### config.mk
export PLATFORM = sky130hd
export DESIGN_NAME = cpu_top
export DESIGN_NICKNAME = d
export VERILOG_FILES = /design/src/cpu_pkg.sv /design/src/ctrl_if.sv /design/src/control_unit.sv /design/src/reg_file.sv /design/src/alu.sv /design/src/cpu_top.sv
export SDC_FILE = /design/constraint.sdc
export NUM_CORES = 2
export LEC_CHECK = 0
export ABC_AREA = 0
export BUFFER_PORTS_ARGS = -buffer_cell sky130_fd_sc_hd__buf_2
export CAP_MARGIN = 20
export CORE_MARGIN = 1
export CORE_UTILIZATION = 35
export CTS_CLUSTER_DIAMETER = 60
export DETAILED_ROUTE_END_ITERATION = 12
export PLACE_DENSITY_LB_ADDON = 0.15
export RECOVER_POWER = 50
export SYNTH_ARGS = -nofsm -noshare
export SYNTH_HDL_FRONTEND = slang
export SYNTH_SLANG_ARGS = --single-unit
export TNS_END_PERCENT = 20
### constraint.sdc
create_clock -name clk -period 8.5 [get_ports clk]
set_input_delay 1.275 -clock clk [delete_from_list [all_inputs] [get_ports clk]]
set_output_delay 1.275 -clock clk [all_outputs]
set_load 0.005 [all_outputs]
### src/cpu_pkg.sv
package cpu_pkg;

    localparam int INSTR_W  = 32;
    localparam int NUM_REGS = 16;

    // instruction field positions
    localparam int COND_HI    = 31;
    localparam int COND_LO    = 28;
    localparam int OP_HI      = 27;
    localparam int OP_LO      = 23;
    localparam int REG_A_HI   = 22;
    localparam int REG_A_LO   = 19;
    localparam int REG_B_HI   = 18;
    localparam int REG_B_LO   = 15;
    localparam int REG_C_HI   = 14;
    localparam int REG_C_LO   = 11;
    localparam int SET_ST_BIT = 10;
    localparam int IMM8_HI    = 7;
    localparam int IMM8_LO    = 0;
    localparam int IMM16_HI   = 15;
    localparam int IMM16_LO   = 0;

    // codes past OP_HALT decode as nop
    typedef enum logic [4:0] {
        OP_NOP, OP_AND, OP_ANDI, OP_OR, OP_ORI, OP_XOR, OP_XORI, OP_NOT,
        OP_ADD, OP_ADDI, OP_SUB, OP_SUBI, OP_RSUBI,
        OP_SHL, OP_SHLI, OP_SHR, OP_SHRI, OP_ASHR, OP_ASHRI,
        OP_LD, OP_LDI, OP_ST, OP_LDR, OP_STR, OP_PUSH, OP_POP, OP_MOV,
        OP_HALT
    } opcode_e;

    // carry set means no borrow after a subtract
    typedef enum logic [3:0] {
        COND_NONE, COND_EQ, COND_NE,
        COND_LTU, COND_GTU, COND_LEU, COND_GEU,
        COND_LTS, COND_GTS, COND_LES, COND_GES
    } cond_e;

    typedef enum logic [3:0] {
        R0, R1, R2, R3, R4, R5, R6, R7,
        R8, R9, R10, R11, R12, R13,
        SP = 4'd14,
        PC = 4'd15
    } reg_e;

    typedef enum logic [3:0] {
        ALU_PASSA, ALU_AND, ALU_OR, ALU_XOR, ALU_NOT,
        ALU_ADD, ALU_SUB, ALU_SHL, ALU_SHR, ALU_ASHR
    } alu_op_e;

    typedef struct packed {
        logic zero;
        logic carry;
        logic negative;
        logic overflow;
    } status_t;

endpackage

### src/ctrl_if.sv
`timescale 1ns/1ns

interface ctrl_if import cpu_pkg::*; ();

    reg_e        sel_a;
    reg_e        sel_b;
    reg_e        sel_in;
    logic        oe_a_reg;
    logic        oe_b_reg;
    logic        ld_reg;
    // signed step applied to the port b register
    logic [7:0]  count_b;
    logic        pre_count_b;
    logic        post_count_b;
    logic        ld_from_mem;
    logic        addr_from_imm;
    logic [15:0] imm_a;
    logic [15:0] imm_b;
    logic        imm_a_en;
    logic        imm_b_en;
    alu_op_e     alu_op;
    logic        ld_status;

    modport cu (
        output sel_a, sel_b, sel_in, oe_a_reg, oe_b_reg, ld_reg,
        output count_b, pre_count_b, post_count_b, ld_from_mem, addr_from_imm,
        output imm_a, imm_b, imm_a_en, imm_b_en, alu_op, ld_status
    );

    modport rf (
        input sel_a, sel_b, sel_in, oe_a_reg, oe_b_reg, ld_reg,
        input count_b, pre_count_b, post_count_b, ld_from_mem, addr_from_imm, imm_b
    );

    modport alu (
        input imm_a, imm_b, imm_a_en, imm_b_en, alu_op, ld_status
    );

endinterface

### src/control_unit.sv
`timescale 1ns/1ns

module control_unit import cpu_pkg::*; (
    input  logic               clk,
    input  logic               rst_i,
    input  logic               start_i,
    input  logic [INSTR_W-1:0] instr_i,
    input  status_t            status_i,
    output logic               mem_rd_o,
    output logic               mem_wr_o,
    output logic               halted_o,
    ctrl_if.cu                 ctrl
);

    typedef enum logic [1:0] {
        ST_STOP,
        ST_FETCH,
        ST_EXEC
    } state_e;

    state_e             state_q;
    logic [INSTR_W-1:0] ir_q;
    opcode_e            fetch_op;
    cond_e              fetch_cond;
    opcode_e            exec_op;
    reg_e               reg_a;
    reg_e               reg_b;
    reg_e               reg_c;
    logic               set_status;
    logic [15:0]        imm8;
    logic [15:0]        imm16;

    function automatic logic cond_ok(input cond_e cond, input status_t s);
        logic lt_s;
        lt_s = s.negative ^ s.overflow;
        case (cond)
            COND_EQ:  cond_ok = s.zero;
            COND_NE:  cond_ok = !s.zero;
            COND_LTU: cond_ok = !s.carry;
            COND_GTU: cond_ok = s.carry && !s.zero;
            COND_LEU: cond_ok = !s.carry || s.zero;
            COND_GEU: cond_ok = s.carry;
            COND_LTS: cond_ok = lt_s;
            COND_GTS: cond_ok = !s.zero && !lt_s;
            COND_LES: cond_ok = s.zero || lt_s;
            COND_GES: cond_ok = !lt_s;
            default:  cond_ok = 1'b1;
        endcase
    endfunction

    function automatic alu_op_e alu_op_for(input opcode_e op);
        case (op)
            OP_AND, OP_ANDI:           alu_op_for = ALU_AND;
            OP_OR, OP_ORI:             alu_op_for = ALU_OR;
            OP_XOR, OP_XORI:           alu_op_for = ALU_XOR;
            OP_NOT:                    alu_op_for = ALU_NOT;
            OP_ADD, OP_ADDI:           alu_op_for = ALU_ADD;
            OP_SUB, OP_SUBI, OP_RSUBI: alu_op_for = ALU_SUB;
            OP_SHL, OP_SHLI:           alu_op_for = ALU_SHL;
            OP_SHR, OP_SHRI:           alu_op_for = ALU_SHR;
            OP_ASHR, OP_ASHRI:         alu_op_for = ALU_ASHR;
            default:                   alu_op_for = ALU_PASSA;
        endcase
    endfunction

    // decode of the word on the bus during fetch
    assign fetch_op   = opcode_e'(instr_i[OP_HI:OP_LO]);
    assign fetch_cond = cond_e'(instr_i[COND_HI:COND_LO]);

    assign exec_op    = opcode_e'(ir_q[OP_HI:OP_LO]);
    assign reg_a      = reg_e'(ir_q[REG_A_HI:REG_A_LO]);
    assign reg_b      = reg_e'(ir_q[REG_B_HI:REG_B_LO]);
    assign reg_c      = reg_e'(ir_q[REG_C_HI:REG_C_LO]);
    assign set_status = ir_q[SET_ST_BIT];
    assign imm8       = {8'h00, ir_q[IMM8_HI:IMM8_LO]};
    assign imm16      = ir_q[IMM16_HI:IMM16_LO];
    assign halted_o   = (state_q == ST_STOP);

    always_ff @(posedge clk) begin
        if (rst_i) begin
            state_q <= ST_STOP;
        end else begin
            case (state_q)
                ST_STOP: begin
                    if (start_i) begin
                        state_q <= ST_FETCH;
                    end
                end
                ST_FETCH: begin
                    // nop, unused codes and failed conditions fetch again
                    if (cond_ok(fetch_cond, status_i)) begin
                        if (fetch_op == OP_HALT) begin
                            state_q <= ST_STOP;
                        end else if (fetch_op inside {[OP_AND:OP_MOV]}) begin
                            state_q <= ST_EXEC;
                        end
                    end
                end
                default: state_q <= ST_FETCH;
            endcase
        end
    end

    always_ff @(posedge clk) begin
        if (state_q == ST_FETCH) begin
            ir_q <= instr_i;
        end
    end

    always_comb begin
        ctrl.sel_a         = R0;
        ctrl.sel_b         = R0;
        ctrl.sel_in        = R0;
        ctrl.oe_a_reg      = 1'b0;
        ctrl.oe_b_reg      = 1'b0;
        ctrl.ld_reg        = 1'b0;
        ctrl.count_b       = 8'd0;
        ctrl.pre_count_b   = 1'b0;
        ctrl.post_count_b  = 1'b0;
        ctrl.ld_from_mem   = 1'b0;
        ctrl.addr_from_imm = 1'b0;
        ctrl.imm_a         = 16'h0000;
        ctrl.imm_b         = 16'h0000;
        ctrl.imm_a_en      = 1'b0;
        ctrl.imm_b_en      = 1'b0;
        ctrl.alu_op        = ALU_PASSA;
        ctrl.ld_status     = 1'b0;
        mem_rd_o           = 1'b0;
        mem_wr_o           = 1'b0;

        if (state_q == ST_FETCH) begin
            // ir <- mem[pc++]
            ctrl.sel_b        = PC;
            ctrl.oe_b_reg     = 1'b1;
            ctrl.count_b      = 8'd1;
            ctrl.post_count_b = 1'b1;
            mem_rd_o          = 1'b1;
        end else if (state_q == ST_EXEC) begin
            ctrl.alu_op = alu_op_for(exec_op);
            case (exec_op)
                OP_AND, OP_OR, OP_XOR, OP_ADD, OP_SUB, OP_SHL, OP_SHR, OP_ASHR: begin
                    ctrl.sel_a     = reg_b;
                    ctrl.oe_a_reg  = 1'b1;
                    ctrl.sel_b     = reg_c;
                    ctrl.oe_b_reg  = 1'b1;
                    ctrl.sel_in    = reg_a;
                    ctrl.ld_reg    = 1'b1;
                    ctrl.ld_status = set_status;
                end
                OP_ANDI, OP_ORI, OP_XORI, OP_ADDI, OP_SUBI, OP_SHLI, OP_SHRI, OP_ASHRI: begin
                    ctrl.sel_a     = reg_b;
                    ctrl.oe_a_reg  = 1'b1;
                    ctrl.imm_b     = imm8;
                    ctrl.imm_b_en  = 1'b1;
                    ctrl.sel_in    = reg_a;
                    ctrl.ld_reg    = 1'b1;
                    ctrl.ld_status = set_status;
                end
                OP_RSUBI: begin
                    ctrl.imm_a     = imm8;
                    ctrl.imm_a_en  = 1'b1;
                    ctrl.sel_b     = reg_b;
                    ctrl.oe_b_reg  = 1'b1;
                    ctrl.sel_in    = reg_a;
                    ctrl.ld_reg    = 1'b1;
                    ctrl.ld_status = set_status;
                end
                OP_NOT: begin
                    ctrl.sel_a     = reg_b;
                    ctrl.oe_a_reg  = 1'b1;
                    ctrl.sel_in    = reg_a;
                    ctrl.ld_reg    = 1'b1;
                    ctrl.ld_status = set_status;
                end
                OP_LD: begin
                    ctrl.imm_b         = imm16;
                    ctrl.addr_from_imm = 1'b1;
                    ctrl.ld_from_mem   = 1'b1;
                    ctrl.sel_in        = reg_a;
                    ctrl.ld_reg        = 1'b1;
                    mem_rd_o           = 1'b1;
                end
                OP_LDI: begin
                    ctrl.imm_a    = imm16;
                    ctrl.imm_a_en = 1'b1;
                    ctrl.sel_in   = reg_a;
                    ctrl.ld_reg   = 1'b1;
                end
                OP_ST: begin
                    ctrl.sel_a         = reg_a;
                    ctrl.oe_a_reg      = 1'b1;
                    ctrl.imm_b         = imm16;
                    ctrl.addr_from_imm = 1'b1;
                    mem_wr_o           = 1'b1;
                end
                OP_LDR: begin
                    ctrl.sel_b       = reg_b;
                    ctrl.oe_b_reg    = 1'b1;
                    ctrl.ld_from_mem = 1'b1;
                    ctrl.sel_in      = reg_a;
                    ctrl.ld_reg      = 1'b1;
                    mem_rd_o         = 1'b1;
                end
                OP_STR: begin
                    ctrl.sel_a    = reg_a;
                    ctrl.oe_a_reg = 1'b1;
                    ctrl.sel_b    = reg_b;
                    ctrl.oe_b_reg = 1'b1;
                    mem_wr_o      = 1'b1;
                end
                OP_PUSH: begin
                    // mem[--sp] <- reg_a
                    ctrl.sel_a       = reg_a;
                    ctrl.oe_a_reg    = 1'b1;
                    ctrl.sel_b       = SP;
                    ctrl.oe_b_reg    = 1'b1;
                    ctrl.count_b     = 8'hff;
                    ctrl.pre_count_b = 1'b1;
                    mem_wr_o         = 1'b1;
                end
                OP_POP: begin
                    // reg_a <- mem[sp++]
                    ctrl.sel_b        = SP;
                    ctrl.oe_b_reg     = 1'b1;
                    ctrl.count_b      = 8'd1;
                    ctrl.post_count_b = 1'b1;
                    ctrl.ld_from_mem  = 1'b1;
                    ctrl.sel_in       = reg_a;
                    ctrl.ld_reg       = 1'b1;
                    mem_rd_o          = 1'b1;
                end
                OP_MOV: begin
                    ctrl.sel_a    = reg_b;
                    ctrl.oe_a_reg = 1'b1;
                    ctrl.sel_in   = reg_a;
                    ctrl.ld_reg   = 1'b1;
                end
                default: ;
            endcase
        end
    end

endmodule

### src/reg_file.sv
`timescale 1ns/1ns

module reg_file import cpu_pkg::*; #(
    parameter int DATA_W = 32,
    parameter int ADDR_W = 10
) (
    input  logic              clk,
    input  logic              rst_i,
    ctrl_if.rf                ctrl,
    input  logic [DATA_W-1:0] alu_result_i,
    input  logic [DATA_W-1:0] mem_rdata_i,
    output logic [DATA_W-1:0] rd_a_o,
    output logic [DATA_W-1:0] rd_b_o,
    output logic [ADDR_W-1:0] mem_addr_o
);

    logic [DATA_W-1:0] regs [NUM_REGS];
    logic [DATA_W-1:0] step;
    logic [DATA_W-1:0] b_cur;
    logic [DATA_W-1:0] b_next;
    logic [DATA_W-1:0] imm_addr;
    logic [DATA_W-1:0] wb_data;

    assign step   = {{(DATA_W-8){ctrl.count_b[7]}}, ctrl.count_b};
    assign b_cur  = regs[ctrl.sel_b];
    assign b_next = b_cur + step;

    assign rd_a_o = ctrl.oe_a_reg ? regs[ctrl.sel_a] : '0;
    // pre-count shows the new value in the same cycle
    assign rd_b_o = !ctrl.oe_b_reg ? '0 : (ctrl.pre_count_b ? b_next : b_cur);

    assign imm_addr   = DATA_W'(ctrl.imm_b);
    assign mem_addr_o = ctrl.addr_from_imm ? imm_addr[ADDR_W-1:0] : rd_b_o[ADDR_W-1:0];
    assign wb_data    = ctrl.ld_from_mem ? mem_rdata_i : alu_result_i;

    always_ff @(posedge clk) begin
        if (rst_i) begin
            for (int i = 0; i < NUM_REGS; i++) begin
                regs[i] <= '0;
            end
        end else begin
            if (ctrl.pre_count_b || ctrl.post_count_b) begin
                regs[ctrl.sel_b] <= b_next;
            end
            // write-back wins over the count when pop targets sp
            if (ctrl.ld_reg) begin
                regs[ctrl.sel_in] <= wb_data;
            end
        end
    end

endmodule

### src/alu.sv
`timescale 1ns/1ns

module alu import cpu_pkg::*; #(
    parameter int DATA_W = 32
) (
    input  logic              clk,
    input  logic              rst_i,
    ctrl_if.alu               ctrl,
    input  logic [DATA_W-1:0] rd_a_i,
    input  logic [DATA_W-1:0] rd_b_i,
    output logic [DATA_W-1:0] result_o,
    output status_t           status_o
);

    logic [DATA_W-1:0] op_a;
    logic [DATA_W-1:0] op_b;
    logic [DATA_W-1:0] res;
    logic [DATA_W:0]   wide;
    logic [4:0]        shamt;
    logic              ovf;
    status_t           status_q;

    assign op_a  = ctrl.imm_a_en ? DATA_W'(ctrl.imm_a) : rd_a_i;
    assign op_b  = ctrl.imm_b_en ? DATA_W'(ctrl.imm_b) : rd_b_i;
    assign shamt = op_b[4:0];

    always_comb begin
        wide = '0;
        ovf  = 1'b0;
        case (ctrl.alu_op)
            ALU_AND:  res = op_a & op_b;
            ALU_OR:   res = op_a | op_b;
            ALU_XOR:  res = op_a ^ op_b;
            ALU_NOT:  res = ~op_a;
            ALU_ADD: begin
                wide = {1'b0, op_a} + {1'b0, op_b};
                res  = wide[DATA_W-1:0];
                ovf  = (op_a[DATA_W-1] == op_b[DATA_W-1]) && (res[DATA_W-1] != op_a[DATA_W-1]);
            end
            ALU_SUB: begin
                // a + ~b + 1 so the carry out is the no-borrow bit
                wide = {1'b0, op_a} + {1'b0, ~op_b} + 1'b1;
                res  = wide[DATA_W-1:0];
                ovf  = (op_a[DATA_W-1] != op_b[DATA_W-1]) && (res[DATA_W-1] != op_a[DATA_W-1]);
            end
            ALU_SHL:  res = op_a << shamt;
            ALU_SHR:  res = op_a >> shamt;
            ALU_ASHR: res = $signed(op_a) >>> shamt;
            default:  res = op_a;
        endcase
    end

    always_ff @(posedge clk) begin
        if (rst_i) begin
            status_q <= '0;
        end else if (ctrl.ld_status) begin
            status_q.zero     <= (res == '0);
            status_q.carry    <= wide[DATA_W];
            status_q.negative <= res[DATA_W-1];
            status_q.overflow <= ovf;
        end
    end

    assign result_o = res;
    assign status_o = status_q;

endmodule

### src/cpu_top.sv
`timescale 1ns/1ns

module cpu_top import cpu_pkg::*; #(
    parameter int DATA_W = 32,
    parameter int ADDR_W = 10
) (
    input  logic              clk,
    input  logic              rst_i,
    input  logic              start_i,
    input  logic [DATA_W-1:0] mem_rdata_i,
    output logic [ADDR_W-1:0] mem_addr_o,
    output logic [DATA_W-1:0] mem_wdata_o,
    output logic              mem_rd_o,
    output logic              mem_wr_o,
    output logic              halted_o
);

    logic [DATA_W-1:0] rd_a;
    logic [DATA_W-1:0] rd_b;
    logic [DATA_W-1:0] alu_result;
    status_t           status;

    ctrl_if ctrl0 ();

    // instructions sit in the low word of the data bus
    control_unit cu0 (
        .clk      (clk),
        .rst_i    (rst_i),
        .start_i  (start_i),
        .instr_i  (mem_rdata_i[INSTR_W-1:0]),
        .status_i (status),
        .mem_rd_o (mem_rd_o),
        .mem_wr_o (mem_wr_o),
        .halted_o (halted_o),
        .ctrl     (ctrl0.cu)
    );

    reg_file #(
        .DATA_W (DATA_W),
        .ADDR_W (ADDR_W)
    ) rf0 (
        .clk          (clk),
        .rst_i        (rst_i),
        .ctrl         (ctrl0.rf),
        .alu_result_i (alu_result),
        .mem_rdata_i  (mem_rdata_i),
        .rd_a_o       (rd_a),
        .rd_b_o       (rd_b),
        .mem_addr_o   (mem_addr_o)
    );

    alu #(
        .DATA_W (DATA_W)
    ) alu0 (
        .clk      (clk),
        .rst_i    (rst_i),
        .ctrl     (ctrl0.alu),
        .rd_a_i   (rd_a),
        .rd_b_i   (rd_b),
        .result_o (alu_result),
        .status_o (status)
    );

    assign mem_wdata_o = rd_a;

endmodule

# Word-level counts from Yosys, hierarchy flattened

Memory sizes are Yosys's and may differ from the RTL's. A register that Yosys moved wholly into a read port is not among the register bits.
Index checks and enable logic that the tools add are counted.
W data, S select, Z words.

Bitwise logic cells: 6
Divide/modulo/power cells: 0
$add $sub $neg: 4
Mux-type cells: 87
Magnitude comparators: 2
Equality and inequality tests: 55
Multiply operators: 0
Reduce and logical (&&, ||, !) cells: 29
Shift operators: 3

Operator list:

| operator                | number |
|---|---|
| $pmux W32 S9            | 1 |
| $mux W32                | 8 |
| $add A32 B32 Y33        | 2 |
| $pmux W33 S2            | 1 |
| $mux W16                | 4 |
| $not A32 Y32            | 2 |
| $pmux W16 S2            | 2 |
| $reduce_or A32 Y1       | 2 |
| $eq A5 B5 Y1 const B    | 12 |
| $mux W1                 | 46 |
| $mux W4                 | 11 |
| $eq A5 B4 Y1 const B    | 8 |
| $reduce_or A18 Y1       | 2 |
| $add A33 B1 Y33 const B | 1 |
| $add A32 B32 Y32        | 1 |
| $and A32 B32 Y32        | 1 |
| $eq A4 B3 Y1 const B    | 8 |
| $logic_not A32 Y1       | 1 |
| $or A32 B32 Y32         | 1 |
| $shl A32 B5 Y32         | 1 |
| $shr A32 B5 Y32         | 1 |
| $sshr A32 B5 Y32        | 1 |
| $xor A32 B32 Y32        | 1 |
| $reduce_or A23 Y1       | 1 |
| 36 further kinds        | 67 |

Output and inout bits: 45
Memory bits (read-only): 128
RAM bits: 512
Latch bits: 0
Logic and storage cells: 194
Bits in registers: 34
Input port bits: 35
Memories kept: 2

Memory list:

| name             | depth | bits a word | read ports | clocked after memory_dff | wr ports | RTL line           | text |
|---|---|---|---|---|---|---|---|
| rf0.regs         | 16    | 32          | 2          | 0                        | 16       | reg_file.sv:17     | `logic [DATA_W-1:0] regs [NUM_REGS];` |
| (name not given) | 32    | 4           | 1          | 1                        | 0        | control_unit.sv:52 | `case (op)` |

# Longest topological paths before layout

An unclocked memory read counts as a cell.

Depth after elaboration: 16
Depth in mapped cells: 49
Gate-level depth less buffers: 44

# Modules after synthesis

From an unflattened synthesis, not the netlist that was laid out.

Cell total of the unflattened synthesis: 4049
Area, all modules: 43894.6 um^2

By module, submodules not included:

| module       | instances | area each (um^2) | cells each | seq. area each (um^2) |
|---|---|---|---|---|
| reg_file     | 1         | 30392.9          | 2133       | 15374.7 |
| alu          | 1         | 11219.5          | 1668       | 80.1 |
| control_unit | 1         | 2282.2           | 248        | 960.9 |

# Least setup slack after synthesis

Ideal clock, no wire load.

Path kind: reg2reg
Start: reg cu0.ir_q[23]
End: mem rf0.regs[10][31], data pin
Period minus slack after synthesis: 8.891 ns
Setup time: 0.265 ns
Arrival: 8.626 ns
Cell stages (with the launch flop): 46
Slack: -0.391 ns
Path buffers: 6
Data required time: 8.235 ns
Path through: edfxtp_1 buf_2 a21boi_1 o2111a_1 buf_2 a211o_1 buf_4 o211ai_2 buf_2 o22ai_1 or4_1 buf_2 inv_4 ha_1 a21o_1 a21oi_1 o21bai_1 a21o_1 (+10 left out) a21oi_1 ha_1 a21oi_1 nor2_1 nor2b_1 a41oi_1 and4_1 o31ai_1 nand2_1 a221oi_1 or2_2 a211o_1 xor2_1 nor2_1 o41a_1 mux2i_1 clkbuf_1 nor2_1

RTL lines:

| item                     | RTL line            | text |
|---|---|---|
| start: declaration       | control_unit.sv:22  | `logic [INSTR_W-1:0] ir_q;` |
| start signal: assignment | control_unit.sv:106 | `ir_q <= instr_i;` |
| end: declaration         | reg_file.sv:17      |  |

==> results_dict.tcl <==
set metrics [dict create \
    crit_arrival_ps 9420 \
    period_share_pct 107 \
    status "finished, violations left" \
    cts_tree "done" \
    worstSkewPairLatency_ps 640 \
    overflow 0 \
    critPathMostFrequentCell "buf_6" \
    rsz0062_at_grt "true" \
    power_w 0.00971 \
    ys_ff_latch 550 \
    synth_top_cell_by_area "edfxtp_1" \
    layout_common_cells "buf_4, nor2_1, edfxtp_1, nand2_1, a21oi_1" \
    h-tree-depth 3 \
    yosysWarningCount 0 \
    syn_inst 4730 \
    synth_edf_count 540 \
    io_pins 80 \
    ir_drop_mv 0.143 \
    vias 45816 \
    synth.distinct_cells 106 \
    violations "negative setup slack" \
    fp.dieW_um 345 \
    path_depth 50 \
    initial_core_util_pct 35.4 \
    synthFlopType "edfxtp_1" \
    power_leakage_nw 20.4 \
    critPathRequiredTime_ps 8850 \
    gp_congestion 1.05 \
    crit_family "compound AO/OA/AOI/OAI gates" \
    synth_area_mm2 0.0413 \
    relSlewSlack_pct 24.7 \
    worst_pin_slew_ps 1120 \
    synth_nets 4898 \
    powerDensity_mw_per_mm2 181 \
    fin_cells 6971 \
    cp_max_fo 8 \
    synth_area_per_cell_um2 8.73 \
    hp-class "reg -> reg" \
    cp-start-kind "flop" \
    crit_slowest_cell "or4_4" \
    portBuffers 79 \
    hold_slack_ps 522 \
    pre_cts_slack_ps -1630 \
    slowest_delay_ps 570 \
    tritoncts.num_buffers 67 \
    drt_iter0_markers 6882 \
    synth_area_leaders "edfxtp_1, nor2_1, nand2_1" \
    r2r-end "rf0.regs[14][30]$_DFFE_PP_" \
    coreArea_mm2 0.117 \
    setup_viol 371 \
    maxCapViolCount 0 \
    wire_per_inst_um 34.8 \
    grt_first_pass_wirelength_um 335000 \
    drtAntennaViolNets 0 \
    worst_slack_ps -572 \
    antenna_found_initial 13 \
    vias_per_cell 6.57 \
    clkTransAtPathRegs_ps 60 \
    grt_pass1_vias 42935 \
    async_flop_share_pct 0 \
    drc 0 \
    dr.pass1.iters 6 \
    final_common_cell "buf_4" \
    root_buffer "clkbuf_16" \
    hold_viol_final 0 \
    die_area_mm2 0.119 \
    skew_ps 28.0 \
    grt_max_degree 60 \
    rows 125 \
    clock_sinks 550 \
    hpwlAfterDp_um 173000 \
    cp-startpoint "cu0.ir_q[23]$_DFFE_PP_" \
    drv_slew 0 \
    fmax_mhz 110 \
    clk_path_buf_depth 3 \
    nets 5563 \
    r2r_cells 50 \
    min_from "alu0.status_o[0]$_SDFFE_PP0P_" \
    die_h_um 345 \
    period_needed_ps 9070 \
    rrSetupSlack_ps -570 \
    timing.rr.start "cu0.ir_q[23]$_DFFE_PP_" \
    area_growth_pct 29.7 \
    cp_num_buf_inv 11 \
    globalRouteTotalUtil_pct 39.2 \
    end_kind "flop" \
    drive_above_1_share_pct 27.5 \
    wirelength_um 243000 \
    critical_path_class "reg -> reg" \
    crit_end "rf0.regs[14][30]$_DFFE_PP_" \
    synth.top_cell.area_share_pct 39.3 \
    dp.cells 6759 \
    setup-tns-final_ps -104340 \
    ys_seq_area_share_pct 39.8 \
]
[worst min-delay path by stage]
stage                                          to  slack, ps  depth (start not counted)
floorplan           alu0.status_o[3]$_SDFFE_PP0P_        460                          2
global placement    alu0.status_o[1]$_SDFFE_PP0P_        510                          2
detailed placement  alu0.status_o[3]$_SDFFE_PP0P_        510                          2
CTS                 alu0.status_o[3]$_SDFFE_PP0P_        520                          2
global route        alu0.status_o[3]$_SDFFE_PP0P_        560                          2
finish              alu0.status_o[0]$_SDFFE_PP0P_        520                          2
[state kept, by name, indices dropped and copies added (netlist names), named ones only]
name / flops
rf0.regs: 512
cu0.ir_q: 28
alu0.status_o: 4
cu0.state_q: 2
[cell usage after synthesis, types with 17 or more instances]
library cell    n
o21a_1         32
a211o_1        30
nand4_1        27
nand2_1       534
o221ai_1      130
a2111oi_0      38
xnor2_1        30
nor3_1         70
a31oi_1        42
a21oi_1       272
inv_1         137
a221oi_1       92
nor4_1         17
buf_2          79
a21o_1         42
a22o_1         31
and2_1         25
a32oi_1        28
a222oi_1       22
o31ai_1        18
clkbuf_1      287
ha_1          130
and3_1         50
o21bai_1       18
mux2i_1       145
nand2b_1       40
a21boi_0       22
nand3_1       206
edfxtp_1      540
a211oi_1       96
a22oi_1        38
o211ai_1       77
o22ai_1        96
a221o_1        33
nor2_1        676
or3_1          19
o21ai_0       186
buf_1          39
[metrics by stage]
step	cell area (um^2)	util (%)
final	53500	46.0
after CTS	52500	45.0
after floorplan	41300	-
after detailed placement	48900	42.0
after global routing	53500	46.0
after global placement	48900	42.0
[cells by family (layout without fill, tap and decap cells)]
| logic type | after synthesis | after routing | synth area share [%] |
|---|---|---|---|
| AO/OA/AOI/OAI | 1524 | 1524 | 26.9 |
| XOR/XNOR | 45 | 45 | 0.955 |
| adder cells (fa/ha/maj) | 133 | 133 | 4.09 |
| buffers and inverters | 571 | 1282 | 5.74 |
| flip-flops | 550 | 550 | 39.8 |
| multiplexers | 162 | 162 | 4.01 |
| other | 0 | 6 | 0 |
| AND/OR/NAND/NOR | 1745 | 1745 | 18.5 |
[metal layers]
| metal | vias to the layer above | wire, um | global-route usage [%] | part of all wire, % |
|---|---|---|---|---|
| met2 | 3053 | 102000 | 57.3 | 42 |
| met4 | 8 | 14400 | 19.5 | 5.9 |
| met5 | - | 47 | 0 | 0.019 |
| met3 | 586 | 26600 | 8.30 | 11 |
| met1 | 22818 | 99900 | 54.3 | 41 |
| li1 | 19351 | - | - | - |
[power by group]
| group | leakage, nW | total, W | switching (W) | internal [W] |
|---|---|---|---|---|
| Clock | 1.01 | 0.00283 | 0.00124 | 0.00159 |
| Sequential | 5.63 | 0.00319 | 0.000101 | 0.00309 |
| Combinational | 13.7 | 0.00369 | 0.00231 | 0.00138 |
[worst reg2reg max path: cells and delay by family (launching register included)]
| kind | cells | cell delay [ps] |
|---|---|---|
| compound gates | 27 | 4900 |
| buf+inv | 11 | 1560 |
| simple gates | 8 | 1230 |
| flops | 1 | 440 |
| fa+ha+maj | 2 | 390 |
| xor+xnor | 2 | 280 |
[area by class of cell]
type / count / area [um^2]
clock inverter: 29 / 280
inverter: 145 / 547
sequential: 550 / 16400
multi-input combinational: 3609 / 24500
timing repair buffer: 1022 / 8100
clock buffer: 86 / 1790
antenna: 6 / 15.0
fill: 11316 / 63000
tap: 1524 / 1910
[timing repair]
action	CTS	global route
cloned	2	3
hold endpoints to repair	0	0
buffers inserted	61	26
endpoints found under the setup margin	404	404
resized for setup	228	179
hold buffers	0	0
pin swaps	98	70
No activity file was read; power rests on OpenSTA's default activity.
